<file path="src/source/fetch_pkg.sv">
/*
 * Shared sizes and reset address for the fetch subsystem
 * Packed structs for memory requests, responses and decode output
 */

`default_nettype none

package fetch_pkg;

  // ----------------------------
  // Sizes and addresses
  // ----------------------------

  // First fetch address after reset
  localparam logic [31:0] rst_addr = 32'h200;

  // Outstanding read limit and counter width
  localparam int max_in_flight  = 4;
  localparam int in_flight_bits = 3;

  // Instruction memory geometry, byte address bits 9:2 pick the word
  localparam int mem_words     = 256;
  localparam int mem_addr_bits = 8;

  localparam int seq_num_bits = 8;

  // ----------------------------
  // Channel payloads
  // ----------------------------

  typedef struct packed {
    logic [31:0] addr;
  } mem_req_t;

  typedef struct packed {
    logic [31:0] addr;
    logic [31:0] data;
  } mem_resp_t;

  typedef struct packed {
    logic [31:0]             pc;
    logic [31:0]             inst;
    logic [seq_num_bits-1:0] seq_num;
  } fetch_out_t;

endpackage

`default_nettype wire

</file>
<file path="src/source/seq_num_gen.sv">
/*
 * Squash tracking for reads in flight across a redirect
 * Gap-free sequence numbers for instructions taken by decode
 */

`default_nettype none

module seq_num_gen (
  input  logic                                clk,
  input  logic                                rst,
  input  logic                                redirect_val,
  input  logic [fetch_pkg::in_flight_bits-1:0] num_in_flight,
  input  logic                                resp_xfer,
  input  logic                                resp_val,
  input  logic                                dec_xfer,
  output logic                                resp_live,
  output logic [fetch_pkg::seq_num_bits-1:0]  seq_num
);

  // ----------------------------
  // Squash counter
  // ----------------------------

  // Responses still owed from before the last redirect
  logic [fetch_pkg::in_flight_bits-1:0] squash_cnt;
  logic [fetch_pkg::in_flight_bits-1:0] squash_load;

  // Reads left outstanding once this cycle's response is gone
  always_comb begin
    squash_load = num_in_flight - {{(fetch_pkg::in_flight_bits-1){1'b0}}, resp_xfer};
  end

  always_ff @(posedge clk) begin
    if (rst) begin
      squash_cnt <= '0;
    end else if (redirect_val) begin
      // Redirect wins over a decrement in the same cycle
      squash_cnt <= squash_load;
    end else if (resp_xfer && (squash_cnt != '0)) begin
      squash_cnt <= squash_cnt - 1'b1;
    end
  end

  // Response in the redirect cycle is stale too
  always_comb begin
    resp_live = resp_val && !redirect_val && (squash_cnt == '0);
  end

  // ----------------------------
  // Sequence numbers
  // ----------------------------

  logic [fetch_pkg::seq_num_bits-1:0] seq_cnt;

  // Only decode transfers consume a number, wraps at 256
  always_ff @(posedge clk) begin
    if (rst) begin
      seq_cnt <= '0;
    end else if (dec_xfer) begin
      seq_cnt <= seq_cnt + 1'b1;
    end
  end

  always_comb begin
    seq_num = seq_cnt;
  end

  // ----------------------------
  // Checks
  // ----------------------------

  // Every squash is backed by a read the fetch unit still counts,
  // so the counter cannot step below zero
  squash_bounded_a: assert property (
    @(posedge clk) disable iff (rst)
    squash_cnt <= num_in_flight
  );

endmodule

`default_nettype wire

</file>
<file path="src/source/fetch_unit.sv">
/*
 * Fetch unit with in-flight read counting and next address tracking
 * Steers memory responses to decode or drops them after a redirect
 */

`default_nettype none

module fetch_unit (
  input  logic                  clk,
  input  logic                  rst,

  // Redirect pulse
  input  logic                  redirect_val,
  input  logic [31:0]           redirect_pc,

  // Memory request channel
  output logic                  req_val,
  output fetch_pkg::mem_req_t   req,
  input  logic                  req_rdy,

  // Memory response channel
  input  logic                  resp_val,
  input  fetch_pkg::mem_resp_t  resp,
  output logic                  resp_rdy,

  // Decode channel
  output logic                  dec_val,
  output fetch_pkg::fetch_out_t dec,
  input  logic                  dec_rdy
);

  logic req_xfer;
  logic resp_xfer;
  logic dec_xfer;

  always_comb begin
    req_xfer  = req_val && req_rdy;
    resp_xfer = resp_val && resp_rdy;
    dec_xfer  = dec_val && dec_rdy;
  end

  // ----------------------------
  // In-flight reads
  // ----------------------------

  logic [fetch_pkg::in_flight_bits-1:0] num_in_flight;

  always_ff @(posedge clk) begin
    if (rst) begin
      num_in_flight <= '0;
    end else if (req_xfer && !resp_xfer) begin
      num_in_flight <= num_in_flight + 1'b1;
    end else if (resp_xfer && !req_xfer) begin
      num_in_flight <= num_in_flight - 1'b1;
    end
  end

  // ----------------------------
  // Next fetch address
  // ----------------------------

  logic [31:0] curr_addr;

  // No request goes out in a redirect cycle, so the two never collide
  always_ff @(posedge clk) begin
    if (rst) begin
      curr_addr <= fetch_pkg::rst_addr;
    end else if (redirect_val) begin
      curr_addr <= redirect_pc;
    end else if (req_xfer) begin
      curr_addr <= curr_addr + 32'd4;
    end
  end

  // Issue while below the read limit and not redirecting
  always_comb begin
    req_val  = (num_in_flight < fetch_pkg::max_in_flight) && !redirect_val;
    req.addr = curr_addr;
  end

  // ----------------------------
  // Squash and numbering
  // ----------------------------

  logic                               resp_live;
  logic [fetch_pkg::seq_num_bits-1:0] seq_num;

  seq_num_gen seq_gen (
    .clk           (clk),
    .rst           (rst),
    .redirect_val  (redirect_val),
    .num_in_flight (num_in_flight),
    .resp_xfer     (resp_xfer),
    .resp_val      (resp_val),
    .dec_xfer      (dec_xfer),
    .resp_live     (resp_live),
    .seq_num       (seq_num)
  );

  // ----------------------------
  // Response steering
  // ----------------------------

  // Live responses wait on decode, dead ones drain at once
  always_comb begin
    resp_rdy    = dec_rdy || !resp_live;
    dec_val     = resp_live;
    dec.pc      = resp.addr;
    dec.inst    = resp.data;
    dec.seq_num = seq_num;
  end

  // Request side never overruns the read limit
  in_flight_bounded_a: assert property (
    @(posedge clk) disable iff (rst)
    num_in_flight <= fetch_pkg::max_in_flight
  );

endmodule

`default_nettype wire

</file>
<file path="config.mk">
export PLATFORM = sky130hd
export DESIGN_NAME = fetch_unit
export DESIGN_NICKNAME = d
export VERILOG_FILES = /design/src/source/fetch_pkg.sv /design/src/source/seq_num_gen.sv /design/src/source/fetch_unit.sv
export SDC_FILE = /design/constraint.sdc
export NUM_CORES = 1
export LEC_CHECK = 0
export ABC_AREA = 0
export ABC_CLOCK_PERIOD_IN_PS = 4900
export BUFFER_PORTS_ARGS = -buffer_cell sky130_fd_sc_hd__buf_2
export CAP_MARGIN = 10
export CORE_MARGIN = 2
export CORE_UTILIZATION = 46
export CTS_CLUSTER_SIZE = 28
export DETAILED_ROUTE_END_ITERATION = 7
export GPL_TIMING_DRIVEN = 1
export PLACE_DENSITY = 0.95
export SKIP_LAST_GASP = 1
export SYNTH_ARGS = -nofsm -noshare
export SYNTH_HDL_FRONTEND = slang
export SYNTH_SLANG_ARGS = --single-unit
</file>
<file path="constraint.sdc">
create_clock -name clk -period 4.9 [get_ports clk]
set_clock_uncertainty 0.1 [all_clocks]
set_input_delay 0.735 -clock clk [delete_from_list [all_inputs] [get_ports clk]]
set_output_delay 0.735 -clock clk [all_outputs]
set_load 0.02 [all_outputs]
</file>
Yosys cells after proc, flatten, opt, wreduce, memory -nomap -nowiden

Cells that the tools add are included.

Flip-flop bits (word level): 46
Logic and storage cells: 36

Add/sub/neg operators: 6
Magnitude comparators: 1
Mux-type cells: 6
Reductions and logical operators: 19

Operators with widths:

| cell                    | count |
|---|---|
| $mux W32                | 2 |
| $add A32 B3 Y32 const B | 1 |
| $mux W3                 | 4 |
| $logic_and A1 B1 Y1     | 9 |
| $add A8 B1 Y8 const B   | 1 |
| $reduce_bool A2 Y1      | 3 |
| $sub A3 B1 Y3 const B   | 2 |
| $logic_not A1 Y1        | 4 |
| $add A3 B1 Y3 const B   | 1 |
| $logic_not A3 Y1        | 1 |
| $lt A3 B3 Y1 const B    | 1 |
| $reduce_bool A3 Y1      | 1 |
| $sub A3 B1 Y3           | 1 |
| $logic_or A1 B1 Y1      | 1 |

Depth between registers and ports, before layout

Depth in word-level cells: 9
Mapped depth: 12
Gate-level depth less buffers: 11

Hierarchy

From an unflattened synthesis, not the netlist that was laid out.

Cells, all modules: 383
Area total of the unflattened synthesis: 3148.0 µm²

Modules (own cells, without submodules):

| module      | times used | cells each | area each (µm²) |
|---|---|---|---|
| fetch_unit  | 1          | 319        | 2567.5 |
| seq_num_gen | 1          | 64         | 580.6 |

Worst setup path before layout

No wires, ideal clock.

Path kind: input -> register
Start: in redirect_val
End: reg num_in_flight[2] (netlist bit)
Arrival: 2.809 ns
Required time: 4.730 ns
Path slack: 1.921 ns
Stages: 11
Path through: buf_2 > nor4bb_1 > buf_2 > nand2b_1 > nand2_1 > ha_1 > inv_1 > fa_1 > xor2_1 > or3_1 > a21oi_1

Longest elaborated chain between the ends: 9

RTL lines:

| item                                                 | RTL line          | text |
|---|---|---|
| start, declared                                      | fetch_unit.sv:13  | `input logic redirect_val,` |
| $logic_not A1 Y1 *                                   | seq_num_gen.sv:46 | `resp_live = resp_val && !redirect_val && (squash_cnt == '0);` |
| $logic_and A1 B1 Y1 * (2 in series)                  | seq_num_gen.sv:46 |  |
| via dec_val                                          | fetch_unit.sv:27  | `output logic dec_val,` |
| $logic_not A1 Y1 *                                   | fetch_unit.sv:106 | `resp_rdy = dec_rdy \|\| !resp_live;` |
| $logic_or A1 B1 Y1 *                                 | fetch_unit.sv:106 |  |
| via resp_rdy                                         | fetch_unit.sv:24  | `output logic resp_rdy,` |
| $logic_and A1 B1 Y1 *                                | fetch_unit.sv:38  | `resp_xfer = resp_val && resp_rdy;` |
| $logic_not A1 Y1                                     | fetch_unit.sv:51  | `end else if (req_xfer && !resp_xfer) begin` |
| $logic_and A1 B1 Y1                                  | fetch_unit.sv:51  |  |
| $mux W3 / $reduce_bool A2 Y1 (equally long branches) | --                |  |
| end signal, assigned                                 | fetch_unit.sv:52  | `num_in_flight <= num_in_flight + 1'b1;` |
| end signal, assigned                                 | fetch_unit.sv:54  | `num_in_flight <= num_in_flight - 1'b1;` |
| end, declared                                        | fetch_unit.sv:46  | `logic [fetch_pkg::in_flight_bits-1:0] num_in_flight;` |

The timed path passes the listed nets; every way through them passes the cells marked *.
A chain may end at the register's enable or synchronous reset.

Worst setup path after layout

Start: in redirect_val
End: reg num_in_flight[2] (netlist bit)

Longest elaborated chain between the ends: 9

RTL lines:

| item                                                 | RTL line |
|---|---|
| $logic_not A1 Y1 *                                   | seq_num_gen.sv:46, fetch_unit.sv:77 |
| $logic_and A1 B1 Y1 (2 in series)                    | seq_num_gen.sv:46 |
| $logic_not A1 Y1                                     | fetch_unit.sv:106 |
| $logic_or A1 B1 Y1                                   | fetch_unit.sv:106 |
| $logic_and A1 B1 Y1                                  | fetch_unit.sv:38 |
| $logic_not A1 Y1                                     | fetch_unit.sv:51 |
| $logic_and A1 B1 Y1                                  | fetch_unit.sv:51 |
| $mux W3 / $reduce_bool A2 Y1 (equally long branches) | -- |

Every way passes the cells marked *; elsewhere a longest branch is shown, timed or not.

==> flow_metrics.env <==
export IMPL_netlist_area_mm2=0.00308
export IMPL_grt_remaining_overflow=0
export IMPL_max_freq_ghz=0.300
export IMPL_rsz0062_at_grt="no"
export IMPL_crit_family="simple AND/OR/NAND/NOR gates"
export IMPL_wire_per_inst_um=15.9
export IMPL_slew_headroom_pct=38.3
export IMPL_antenna_cells=0
export IMPL_yosys_warnings=0
export IMPL_avgSynthCellArea_um2=8.16
export IMPL_syn_instance_count=377
export IMPL_die_w_um=85.8
export IMPL_hold_viol_final=0
export IMPL_track_usage_pct=19.2
export IMPL_power_density_mw_per_mm2=278
export IMPL_cts_buffers=5
export IMPL_irDropWorstVdd_mv=0.159
export IMPL_cts_resized_gates=0
export IMPL_vias=2707
export IMPL_num_io_pins=209
export IMPL_post_cts_buffers=0
export IMPL_fin_crit_ns=3.34
export IMPL_drt_first_pass_iters=7
export IMPL_final_cells=459
export IMPL_dp_cells=452
export IMPL_cp_end_kind="flip-flop"
export IMPL_place_gp_congestion=0.861
export IMPL_vias_per_cell=5.90
export IMPL_hold_buffers=0
export IMPL_synth_cell_types=46
export IMPL_ys_ff_latch=46
export IMPL_setup_viol=0
export IMPL_grt_start_max_net_pins=52
export IMPL_layout_commonest_cell="buf_2"
export IMPL_fp_coreArea_mm2=0.00642
export IMPL_dieHeight_um=85.8
export IMPL_start_util_pct=47.9
export IMPL_cts_clk_slew_worst_paths_ns=0.08
export IMPL_mostFrequentLayoutCells="80 x buf_2, 46 x dfxtp_1, 35 x nor2_1"
export IMPL_drc=15
export IMPL_ys_seq_area_share_pct=29.9
export IMPL_final_util_pct=48.2
export IMPL_violations="DRC"
export IMPL_crit_fanout=44
export IMPL_setup_tns_ns=0
export IMPL_grt_pass1_vias=2602
export IMPL_start_kind="primary input"
export IMPL_totalWireLength_um=7300
export IMPL_dp_hpwl_um=5340
export IMPL_arrival_ns=3.46
export IMPL_antenna_found_initial=0
export IMPL_outcome="complete, but fails checks"
export IMPL_drt_iter0_markers=193
export IMPL_io_buffers=80
export IMPL_clockRootBuffer="clkbuf_8"
export IMPL_worstMarginPinSlew_ns=0.926
export IMPL_drive_gt1_share_pct=23.3
export IMPL_hold_path_class="reg -> reg"
export IMPL_final_net_count=491
export IMPL_dieArea_mm2=0.00736
export IMPL_slew_viol_final=0
export IMPL_syn_num_nets=486
export IMPL_cts_tree="yes"
export IMPL_cap_violations=0
export IMPL_cts_max_level=2
export IMPL_clockBufferDepth=2
export IMPL_required_ns=5.02
export IMPL_syn_to_final_growth_pct=0.610
export IMPL_clk_latency_ns=0.30
export IMPL_cp_slowest_stage_delay_ns=0.86
export IMPL_grt_pass1_wl_um=11800
export IMPL_ant_nets=0
export IMPL_rows=29
export IMPL_clock_sinks=46
export IMPL_crit_type="in -> reg"
export IMPL_cp_cell_sequence="buf_2, nor4bb_1, nand2b_1, nand2_1, ha_1, inv_1, fa_1, xor2_1, or3_1, a21oi_1"
export IMPL_worst_path_buf_inv=2
export IMPL_post_route_period_util_pct=68.1
export IMPL_p_leak_nw=1.31
export IMPL_crit_slowest_cell="nor4bb_1"
==> registers in the layout (all words and copies together), names as in the netlist <==
name                count
req                    32
seq_gen.seq_num         8
num_in_flight           3
seq_gen.squash_cnt      3
==> per-stage QoR <==
step	setup slack, ns	instance area [um2]	hold slack [ns]	total power [mW]
final	1.56	3100	0.390	0.861
after global routing	1.35	3100	0.436	0.909
after CTS	1.60	3100	0.401	0.868
after detailed placement	1.31	3020	0.381	0.645
after global placement	1.42	3020	0.370	0.636
after floorplan	1.92	3080	0.406	0.657
==> path summary, 6_finish.rpt <==
path / start / endpoint / slack [ns] / cells past startpoint
max: redirect_val / num_in_flight[2] / 1.56 / 10
min reg2reg: req[1] / req[1] / 0.39 / 2
min: req[1] / req[1] / 0.39 / 2
max reg2reg: seq_gen.squash_cnt[0] / num_in_flight[2] / 1.90 / 11
==> cell usage after synthesis (all sizes together) <==
| master | count | share of area [%] |
|---|---|---|
| dfxtp | 46 | 30 |
| a221oi | 2 | 0.57 |
| a221o | 1 | 0.33 |
| or4 | 3 | 0.73 |
| nor4b | 2 | 0.57 |
| and2 | 5 | 1.0 |
| and4bb | 1 | 0.41 |
| o311a | 1 | 0.33 |
| and3 | 7 | 1.4 |
| inv | 14 | 1.7 |
| or3 | 11 | 2.2 |
| o311ai | 1 | 0.28 |
| a21oi | 13 | 2.1 |
| nand3b | 1 | 0.24 |
| o31ai | 4 | 0.98 |
| nor4bb | 1 | 0.33 |
| nand4 | 14 | 3.3 |
| nor4 | 4 | 0.81 |
| clkinv | 1 | 0.12 |
| fa | 1 | 0.65 |
| a31o | 1 | 0.28 |
| clkbuf | 11 | 1.3 |
| nor3 | 4 | 0.65 |
| xnor2 | 4 | 1.1 |
| a2111oi | 6 | 2.0 |
| nor2 | 35 | 4.3 |
| a211oi | 15 | 3.7 |
| buf | 72 | 17 |
| nor2b | 2 | 0.41 |
| mux2i | 4 | 1.3 |
| a311oi | 7 | 2.0 |
| o31a | 1 | 0.28 |
| nand2 | 19 | 2.3 |
| nand2b | 5 | 1.0 |
| and4 | 9 | 2.6 |
| nor3b | 1 | 0.24 |
| nand3 | 10 | 1.6 |
| ha | 6 | 2.4 |
| a311o | 1 | 0.33 |
| o211ai | 5 | 1.2 |
| o21ai | 10 | 1.6 |
| xor2 | 14 | 4.0 |
| a31oi | 2 | 0.41 |
==> power breakdown <==
| group | leakage, nW | total (mW) | switching [mW] | internal, mW |
|---|---|---|---|---|
| sequential | 0.380 | 0.441 | 0.0369 | 0.404 |
| clock | 0.0383 | 0.225 | 0.126 | 0.0986 |
| combinational | 0.895 | 0.195 | 0.111 | 0.0838 |
| total | 1.31 | 0.861 | 0.275 | 0.587 |
==> cell type report <==
class                      instances  area (um2)
tap                               77        96.3
multi-input combinational        233        1540
fill                             623        3330
inverter                          15        56.3
clock buffer                       7        76.3
timing repair buffer              81         408
sequential                        46         921
==> routing by layer <==
metal	routed length, um	share of wire [%]	GRT usage [%]
met5	0	0	0
met4	101	1.4	5.63
met2	3670	50	34.6
met3	560	7.7	5.49
met1	2960	41	22.1
==> cells by family (layout without fill, tap and decap cells) <==
| kind of cell | after synthesis | count (layout) | synth area share [%] |
|---|---|---|---|
| AND/OR/NAND/NOR | 134 | 134 | 24.1 |
| buffers and inverters | 98 | 103 | 20.1 |
| AO/OA/AOI/OAI | 70 | 70 | 16.3 |
| flip-flops | 46 | 46 | 29.9 |
| XOR/XNOR | 18 | 18 | 5.12 |
| adder cells (fa/ha/maj) | 7 | 7 | 3.09 |
| multiplexers | 4 | 4 | 1.30 |
==> worst min-delay path, cell delays in order, from the launching register on <==
cell and delay, ns:
dfxtp_1 0.32, mux2i_1 0.06, nor2_1 0.07
Note: power is estimated with default switching activity, not from simulation.
